[config.mk]
export PLATFORM = sky130hd
export DESIGN_NAME = vector_cfg_top
export DESIGN_NICKNAME = d
export VERILOG_FILES = /design/src/hdl/vec_cfg_pkg.sv /design/src/hdl/vec_isa_pkg.sv /design/src/hdl/vector_cfg_top.sv /design/src/hdl/vl_config_unit.sv /design/src/hdl/cfg_queue.sv /design/src/hdl/vec_cfg_decode.sv
export SDC_FILE = /design/constraint.sdc
export NUM_CORES = 1
export LEC_CHECK = 0
export BUFFER_PORTS_ARGS = -buffer_cell sky130_fd_sc_hd__buf_2
export CORE_UTILIZATION = 50
export CTS_CLUSTER_SIZE = 25
export DETAILED_ROUTE_END_ITERATION = 10
export PLACE_DENSITY_LB_ADDON = 0.15
export SETUP_SLACK_MARGIN = 0.1
export SLEW_MARGIN = 5
export SYNTH_ARGS = -nofsm -noshare
export SYNTH_HDL_FRONTEND = slang
export SYNTH_SLANG_ARGS = --single-unit
[constraint.sdc]
create_clock -name clk -period 4.7 [get_ports clk]
set_input_delay 0.705 -clock clk [delete_from_list [all_inputs] [get_ports clk]]
set_output_delay 0.705 -clock clk [all_outputs]
set_load 0.005 [all_outputs]
[src/hdl/vec_cfg_pkg.sv]
/* Machine constants and request/result records of the vector config path
   queue_depth must stay a power of two, the queue pointers wrap naturally */
package vec_cfg_pkg;

    localparam int xlen        = 32;   // Scalar word
    localparam int vlen        = 128;  // Bits per vector register
    localparam int elen        = 32;   // Widest element supported
    localparam int queue_depth = 4;
    localparam int queue_ptr_w = $clog2(queue_depth);

    // vtype CSR layout, XLEN wide
    typedef struct packed {
        logic        vill;       // Illegal configuration flag
        logic [22:0] reserved;   // Must be zero
        logic        vma;
        logic        vta;
        logic [2:0]  vsew;       // SEW = 8 << vsew
        logic [2:0]  vlmul;      // Integer LMUL only, 0..3
    } vtype_t;

    // Where the application vector length comes from
    typedef enum logic [1:0] {
        avl_rs1  = 2'd0,   // rs1_data
        avl_uimm = 2'd1,   // 5-bit immediate of vsetivli
        avl_max  = 2'd2,   // rs1 = x0, rd != x0
        avl_keep = 2'd3    // rs1 = x0, rd = x0
    } avl_sel_t;

    // Decoded request as it sits in the queue
    typedef struct packed {
        logic            is_vec;
        avl_sel_t        avl_sel;
        logic [xlen-1:0] avl;
        vtype_t          vtype;     // Requested, not yet checked
    } cfg_req_t;

    // Result shown to the scalar side
    typedef struct packed {
        logic            is_vec;
        logic            error;
        logic [xlen-1:0] csr_out;
    } cfg_result_t;

endpackage

[src/hdl/vec_isa_pkg.sv]
/* RVV configuration instruction encodings (vsetvli, vsetivli, vsetvl)
   Only the OP-V major opcode with the OPCFG funct3 is described here */
package vec_isa_pkg;

    localparam logic [6:0] op_v_opcode     = 7'b1010111;  // OP-V major opcode
    localparam logic [2:0] opcfg_funct3    = 3'b111;      // Configuration class
    localparam logic [1:0] vsetivli_marker = 2'b11;       // Bits 31:30 of vsetivli
    localparam logic [6:0] vsetvl_funct7   = 7'b1000000;  // Bits 31:25 of vsetvl

    // vsetvli rd, rs1, vtypei
    typedef struct packed {
        logic       zero;       // Always 0 for this form
        logic [10:0] zimm;      // vtype immediate
        logic [4:0] rs1;        // AVL register
        logic [2:0] funct3;
        logic [4:0] rd;
        logic [6:0] opcode;
    } vsetvli_fmt_t;

    // vsetivli rd, uimm, vtypei
    typedef struct packed {
        logic [1:0] marker;     // Must read 11
        logic [9:0] zimm;       // Shorter vtype immediate
        logic [4:0] uimm;       // AVL as a small immediate
        logic [2:0] funct3;
        logic [4:0] rd;
        logic [6:0] opcode;
    } vsetivli_fmt_t;

    // vsetvl rd, rs1, rs2 (vtype from a register)
    typedef struct packed {
        logic [6:0] funct7;
        logic [4:0] rs2;
        logic [4:0] rs1;
        logic [2:0] funct3;
        logic [4:0] rd;
        logic [6:0] opcode;
    } vsetvl_fmt_t;

    // Same word seen through both immediate layouts
    typedef union packed {
        vsetvli_fmt_t  vli;
        vsetivli_fmt_t vivli;
    } vcfg_inst_u;

endpackage
[src/hdl/vector_cfg_top.sv]
/* Scalar-side wrapper of the vector config path: decode, queue, config unit
   An instruction is taken on an edge with inst_valid and vec_pro_ready high */
`timescale 1ns/1ns

module vector_cfg_top
    import vec_cfg_pkg::*;
(
    input  logic            clk,
    input  logic            reset,
    input  logic            inst_valid,
    input  logic [xlen-1:0] instruction,
    input  logic [xlen-1:0] rs1_data,
    input  logic [xlen-1:0] rs2_data,
    input  logic            scalar_pro_ready,
    output logic            vec_pro_ready,
    output logic            vec_pro_ack,
    output logic            is_vec,
    output logic            error,
    output logic [xlen-1:0] csr_out
);

    logic        req_valid;
    cfg_req_t    req;          // Decoder to queue
    cfg_req_t    head;         // Queue to config unit
    logic        head_valid;
    logic        pop;
    cfg_result_t result;

    vec_cfg_decode vec_cfg_decode_inst (
        .inst_valid  (inst_valid),
        .instruction (instruction),
        .rs1_data    (rs1_data),
        .rs2_data    (rs2_data),
        .req_valid   (req_valid),
        .req         (req)
    );

    cfg_queue cfg_queue_inst (
        .clk        (clk),
        .reset      (reset),
        .push       (req_valid),
        .push_req   (req),
        .pop        (pop),
        .head       (head),
        .head_valid (head_valid),
        .not_full   (vec_pro_ready)   // Ready whenever a slot is free
    );

    vl_config_unit vl_config_unit_inst (
        .clk              (clk),
        .reset            (reset),
        .head             (head),
        .head_valid       (head_valid),
        .scalar_pro_ready (scalar_pro_ready),
        .pop              (pop),
        .vec_pro_ack      (vec_pro_ack),
        .result           (result)
    );

    assign is_vec  = result.is_vec;
    assign error   = result.error;
    assign csr_out = result.csr_out;

endmodule

[src/hdl/vl_config_unit.sv]
/* Holds vl and vtype, computes the new vl from the head request on a pop edge
   Integer LMUL only; vlmul 4..7, SEW above ELEN or reserved bits set give vill */
`timescale 1ns/1ns

module vl_config_unit
    import vec_cfg_pkg::*;
(
    input  logic        clk,
    input  logic        reset,
    input  cfg_req_t    head,
    input  logic        head_valid,
    input  logic        scalar_pro_ready,
    output logic        pop,
    output logic        vec_pro_ack,
    output cfg_result_t result
);

    logic [xlen-1:0] vl_q;          // Current vl CSR
    vtype_t          vtype_q;       // Current vtype CSR
    logic            held;          // Result waiting for the scalar side
    logic            taken;
    logic [xlen-1:0] sew;
    logic [xlen-1:0] vlmax;
    logic            illegal;
    logic [xlen-1:0] vl_new;        // vl for a legal request
    logic [xlen-1:0] vl_next;
    vtype_t          vtype_next;
    cfg_result_t     result_next;

    // Take a new head when the output slot is free or being emptied now
    assign taken       = held && scalar_pro_ready;
    assign pop         = head_valid && (!held || scalar_pro_ready);
    assign vec_pro_ack = held;

    assign sew = xlen'(8) << head.vtype.vsew;

    // VLMAX = VLEN / SEW * LMUL, written as shifts
    assign vlmax = (xlen'(vlen / 8) >> head.vtype.vsew) << head.vtype.vlmul[1:0];

    assign illegal = (sew > xlen'(elen))
                   || head.vtype.vlmul[2]       // Fractional or reserved LMUL
                   || (|head.vtype.reserved);

    always_comb begin
        case (head.avl_sel)
            avl_rs1,
            avl_uimm: vl_new = (head.avl < vlmax) ? head.avl : vlmax;  // min(AVL, VLMAX)
            avl_max:  vl_new = vlmax;
            default:  vl_new = vl_q;   // avl_keep
        endcase
    end

    always_comb begin
        vl_next     = vl_q;
        vtype_next  = vtype_q;
        result_next = '0;          // Non-config word reports all zero
        if (head.is_vec) begin
            result_next.is_vec = 1'b1;
            if (illegal) begin
                vl_next            = '0;
                vtype_next         = '0;
                vtype_next.vill    = 1'b1;
                result_next.error  = 1'b1;
            end else begin
                vl_next             = vl_new;
                vtype_next          = head.vtype;
                vtype_next.vill     = 1'b0;
                result_next.csr_out = vl_new;   // New vl back to rd
            end
        end
    end

    always_ff @(posedge clk or negedge reset) begin
        if (!reset) begin
            vl_q         <= '0;
            vtype_q      <= '0;
            vtype_q.vill <= 1'b1;   // No valid configuration yet
            held         <= 1'b0;
            result       <= '0;
        end else if (pop) begin
            vl_q    <= vl_next;
            vtype_q <= vtype_next;
            result  <= result_next;
            held    <= 1'b1;        // Also covers take and reload on one edge
        end else if (taken) begin
            held <= 1'b0;
        end
    end

endmodule

[src/hdl/cfg_queue.sv]
/* Circular FIFO of decoded requests, no bypass, head is valid one edge after push
   Push while full is ignored; the top level exports not_full as vec_pro_ready */
`timescale 1ns/1ns

module cfg_queue
    import vec_cfg_pkg::*;
(
    input  logic     clk,
    input  logic     reset,
    input  logic     push,
    input  cfg_req_t push_req,
    input  logic     pop,
    output cfg_req_t head,
    output logic     head_valid,
    output logic     not_full
);

    cfg_req_t               entries [queue_depth];  // Storage, no reset
    logic [queue_ptr_w-1:0] wr_ptr;
    logic [queue_ptr_w-1:0] rd_ptr;
    logic [queue_ptr_w:0]   count;                  // Occupancy, 0..queue_depth
    logic                   do_push;
    logic                   do_pop;

    assign not_full   = (count != (queue_ptr_w + 1)'(queue_depth));
    assign head_valid = (count != '0);
    assign do_push    = push && not_full;
    assign do_pop     = pop && head_valid;   // Guard against pop on empty

    assign head = entries[rd_ptr];

    // Pointers and occupancy
    always_ff @(posedge clk or negedge reset) begin
        if (!reset) begin
            wr_ptr <= '0;
            rd_ptr <= '0;
            count  <= '0;
        end else begin
            if (do_push)
                wr_ptr <= wr_ptr + 1'b1;   // Wraps at queue_depth
            if (do_pop)
                rd_ptr <= rd_ptr + 1'b1;
            case ({do_push, do_pop})
                2'b10:   count <= count + 1'b1;
                2'b01:   count <= count - 1'b1;
                default: count <= count;   // Both or neither
            endcase
        end
    end

    // Entry write
    always_ff @(posedge clk) begin
        if (do_push)
            entries[wr_ptr] <= push_req;
    end

endmodule

[src/hdl/vec_cfg_decode.sv]
/* Purely combinational, req follows the inputs in the same cycle
   Words outside the three config forms give is_vec 0 */
`timescale 1ns/1ns

module vec_cfg_decode
    import vec_isa_pkg::*;
    import vec_cfg_pkg::*;
(
    input  logic            inst_valid,
    input  vcfg_inst_u      instruction,
    input  logic [xlen-1:0] rs1_data,
    input  logic [xlen-1:0] rs2_data,
    output logic            req_valid,
    output cfg_req_t        req
);

    vsetvl_fmt_t vsetvl_view;   // Third layout, outside the union
    logic        is_cfg;        // OP-V with OPCFG funct3
    logic        is_vli;
    logic        is_ivli;
    logic        is_vl;

    assign vsetvl_view = vsetvl_fmt_t'(instruction);

    // opcode and funct3 sit at the same place in every layout
    assign is_cfg  = (instruction.vli.opcode == op_v_opcode) &&
                     (instruction.vli.funct3 == opcfg_funct3);
    assign is_vli  = (instruction.vli.zero == 1'b0);
    assign is_ivli = (instruction.vivli.marker == vsetivli_marker);
    assign is_vl   = (vsetvl_view.funct7 == vsetvl_funct7);  // Bits 31:30 = 10 only

    assign req_valid = inst_valid;

    always_comb begin
        req         = '0;
        req.avl_sel = avl_rs1;
        req.avl     = rs1_data;
        if (is_cfg && (is_vli || is_ivli || is_vl)) begin
            req.is_vec = 1'b1;
            if (is_ivli) begin
                req.avl_sel = avl_uimm;                          // Always immediate AVL
                req.avl     = xlen'(instruction.vivli.uimm);
                req.vtype   = vtype_t'(xlen'(instruction.vivli.zimm));
            end else begin
                // vsetvli immediate, vsetvl register
                if (is_vli)
                    req.vtype = vtype_t'(xlen'(instruction.vli.zimm));
                else
                    req.vtype = vtype_t'(rs2_data);
                // rs1 and rd share positions in vsetvli and vsetvl
                if (instruction.vli.rs1 != 5'd0)
                    req.avl_sel = avl_rs1;
                else if (instruction.vli.rd != 5'd0)
                    req.avl_sel = avl_max;   // Ask for the largest vl
                else
                    req.avl_sel = avl_keep;  // Change vtype, keep vl
            end
        end
    end

endmodule

==> flow_summary_export.csv <==
group,metric,value,unit
run_status,status,"complete, no violations",
detailed_routing,wl_per_cell,18.9,microns
detailed_routing,drt_iter0_drc,515,
yosys,synth_cell_types,55,
timing,finClkSkew,0.0135,ns
critical_path,critPathRequiredTime,5.10,ns
critical_path,criticalPathCategory,"reg -> reg",
critical_path,cp_max_fo,10,
clocking,cts_buffers,34,
global_route,grt-ovfl-total,0,
clocking,clock-root-buffer,"clkbuf_16",
yosys,synth_top_family_by_area,"simple AND/OR/NAND/NOR gates",
global_route,grt_max_degree,75,
detailed_routing,dr.pass1.iters,4,
timing,whs,0.310,ns
yosys,synth_xor_area_frac,0.00490,
pwr,power_density,541,nW/um^2
global_route,grt_usage,0.191,
yosys,synthArstFlopShare,0.224,
place,place_congestion,0.866,
global_route,grt_pass1_wl,38200,microns
pwr,power.leakage,5.63,nW
critical_path,critPathArrivalTime,4.64,ns
timing,setup_violations,0,
timing,fmax,235,MHz
die,dieArea,25700,sq um
die,placementRows,57,
timing,period_needed,4.25,ns
detailed_routing,routed_wl,23800,microns
yosys,synth_area,12500,sq um
yosys,yosys.area_share.simple,0.116,
yosys,yosysMostFrequentCell,"edfxtp_1",
yosys,synth_common_cells,"256 x edfxtp_1, 74 x dfrtp_1, 54 x nor2b_1",
cells_and_area,diodes,0,
place,post-place-ws,0.531,ns
timing,fin_setup_tns,0,ns
clocking,postCtsHoldBufs,0,
place,portBuffers,132,
timing,maxSlewViolCount,0,
yosys,synth.area.top_cells,"edfxtp_1 61%, dfrtp_1 15%, mux4_2 2.9%",
yosys,syn-num-nets,874,
clocking,cts_resized,0,
global_route,antenna_found_initial,0,
global_route,grt_pass1_vias,7239,
yosys,yosysTopAreaCell,"edfxtp_1",
detailed_routing,vias,6969,
cells_and_area,nFillCells,1859,
cells_and_area,area_growth,16.8,%
clocking,h-tree-depth,2,
yosys,synth_compound_area_frac,0.0511,
critical_path,start_kind,"flip-flop",
detailed_routing,drcViolationCount,0,
cells_and_area,drive_above_1_share,0.242,
yosys,synthCells,761,
timing,hold_viol_final,0,
cells_and_area,finalNetCount,1025,
run,cap_viol_max_count,0,
yosys,synth_seq_area_share,0.762,
yosys,ys_warn_count,0,
clocking,cts_tree,"done",
place,dp_hpwl,16100,microns
die,start_util,0.512,
yosys,syn_avg_cell_area,16.5,sq um
hold_path,hp-class,"in -> async",
yosys,ys_ff_latch,330,
yosys,muxShareOfSynthArea,0.0395,
critical_path,critPathCaptureType,"flip-flop",
cells_and_area,final_util,0.598,
timing,finalWorstSetupSlack,0.454,ns
clocking,clock-sinks,330,
die,coreArea,24500,sq um
die,die_height,160,microns
timing,worst_pin_slew,1.10,ns
detailed_routing,antenna_left,0,
yosys,synth-adder-area-share,0.0136,
yosys,yosysTopAreaCellShare,0.614,
timing,rsz0062_at_grt,"false",
clocking,post_cts_buffers,0,
clocking,path_clk_slew,0.06,ns
clocking,cts.path.max_buffers,3,
yosys,synth_edf_count,256,
die,die_w,160,microns
yosys,synth_flop_cell,"edfxtp_1",
pwr,vdd_drop_max,265,uV
clocking,clock_latency,0.51,ns
timing,fin_crit_sh,0.903,
detailed_routing,viasPerCell,5.54,
timing,slew_headroom,0.259,
die,ioPinCount,136,
==> path summary, 6_finish.rpt <==
check	to	slack (ns)	depth (start not counted)	startpoint
min reg2reg	vl_config_unit_inst.result[33]	0.47	2	vl_config_unit_inst.result[33]
min in group clk	vl_config_unit_inst.vec_pro_ack	0.44	4	scalar_pro_ready
max reg2reg	vl_config_unit_inst.result[6]	0.45	13	cfg_queue_inst.rd_ptr[0]
max	vl_config_unit_inst.result[6]	0.45	13	cfg_queue_inst.rd_ptr[0]
min	vl_config_unit_inst.result[2]	0.31	1	reset
max in group asynchronous	vl_config_unit_inst.vl_q[18]	3.79	1	reset
==> layer usage <==
layer	GRT usage	vias to the layer above	share of wire
met4	0.0541	0	0.018
met2	0.322	220	0.50
met1	0.257	3456	0.43
li1	-	3252	-
met3	0.0343	41	0.052
met5	0	-	0
==> where the power goes <==
part | switching [W] | internal (W) | total (W)
Sequential | 0.000137 | 0.00364 | 0.00378
Combinational | 0.00105 | 0.000573 | 0.00163
Clock | 0.00108 | 0.00143 | 0.00251
Total | 0.00227 | 0.00564 | 0.00791
==> stage by stage <==
| stage | total power (W) | cell area (sq um) | instances |
|---|---|---|---|
| floorplan | 0.00497 | 12500 | 761 |
| global placement | 0.00536 | 13600 | 1200 |
| detailed placement | 0.00547 | 13600 | 1200 |
| CTS | 0.00798 | 14600 | 1258 |
| global route | 0.00830 | 14600 | 1258 |
| finish | 0.00791 | 14600 | 1258 |
==> cells by family after synthesis <==
logic type / Yosys count
AOI/OAI and AO/OA: 87
xor gates and xnor gates: 7
adders and majority gates: 13
buffers and inverters: 41
DFF: 330
muxes: 27
and+or+nand+nor: 256
==> cell usage in the layout, fill, tap and decap left out, types with 3 or more instances in the layout <==
cell type | synthesis | routed
a21oi_1 | 14 | 14
a22o_1 | 24 | 24
a32o_1 | 6 | 6
and2_1 | 21 | 21
and3_2 | 0 | 4
buf_2 | 2 | 131
buf_4 | 0 | 12
clkbuf_1 | 21 | 6
clkbuf_16 | 0 | 34
clkinv_1 | 0 | 5
clkinv_2 | 0 | 5
dfrtp_1 | 74 | 74
edfxtp_1 | 256 | 256
ha_1 | 12 | 12
inv_1 | 13 | 13
mux2_2 | 6 | 6
mux2i_1 | 4 | 4
mux4_2 | 16 | 16
nand2_1 | 53 | 53
nand2b_1 | 6 | 6
nand3_1 | 12 | 12
nand4_1 | 8 | 8
nand4b_1 | 4 | 4
nor2_1 | 17 | 17
nor2b_1 | 54 | 54
nor3_1 | 6 | 6
nor4_1 | 45 | 45
nor4b_1 | 3 | 3
o211ai_1 | 8 | 8
o21ai_0 | 15 | 15
o311ai_0 | 3 | 3
or2_2 | 4 | 4
or3_1 | 4 | 4
or4_1 | 5 | 5
xnor2_1 | 4 | 4
xor2_1 | 3 | 3
==> registers in the layout, indices dropped and copies added (netlist names) <==
signal	count
cfg_queue_inst.rd_ptr	2
cfg_queue_inst.wr_ptr	2
cfg_queue_inst.count	3
cfg_queue_inst.entries	256
vl_config_unit_inst.vl_q	32
vl_config_unit_inst.vec_pro_ack	1
vl_config_unit_inst.result	34
==> cell type report <==
class,instances,area [sq um],area share
clock buffers,42,901,0.0616
clock inverters,16,150,0.0103
inverters,13,48.8,0.00334
multi-input cells,390,2830,0.194
flip-flops and latches,330,9540,0.652
well taps,324,405,0.0277
repair buffers,143,746,0.0510
==> critical path, cell delays in order (launching register included) <==
cell and delay [ns]:
dfrtp_1 0.54, mux4_1 0.77, and3b_1 0.24, a21oi_1 0.18, o22ai_1 0.12, o21ai_0 0.39
ha_1 0.34, a21oi_1 0.17, nor2_1 0.06, nor2_1 0.08, nand3_1 0.17, or3_1 0.51
o31a_1 0.31, a32o_1 0.25
(Power assumes the default switching activity.)
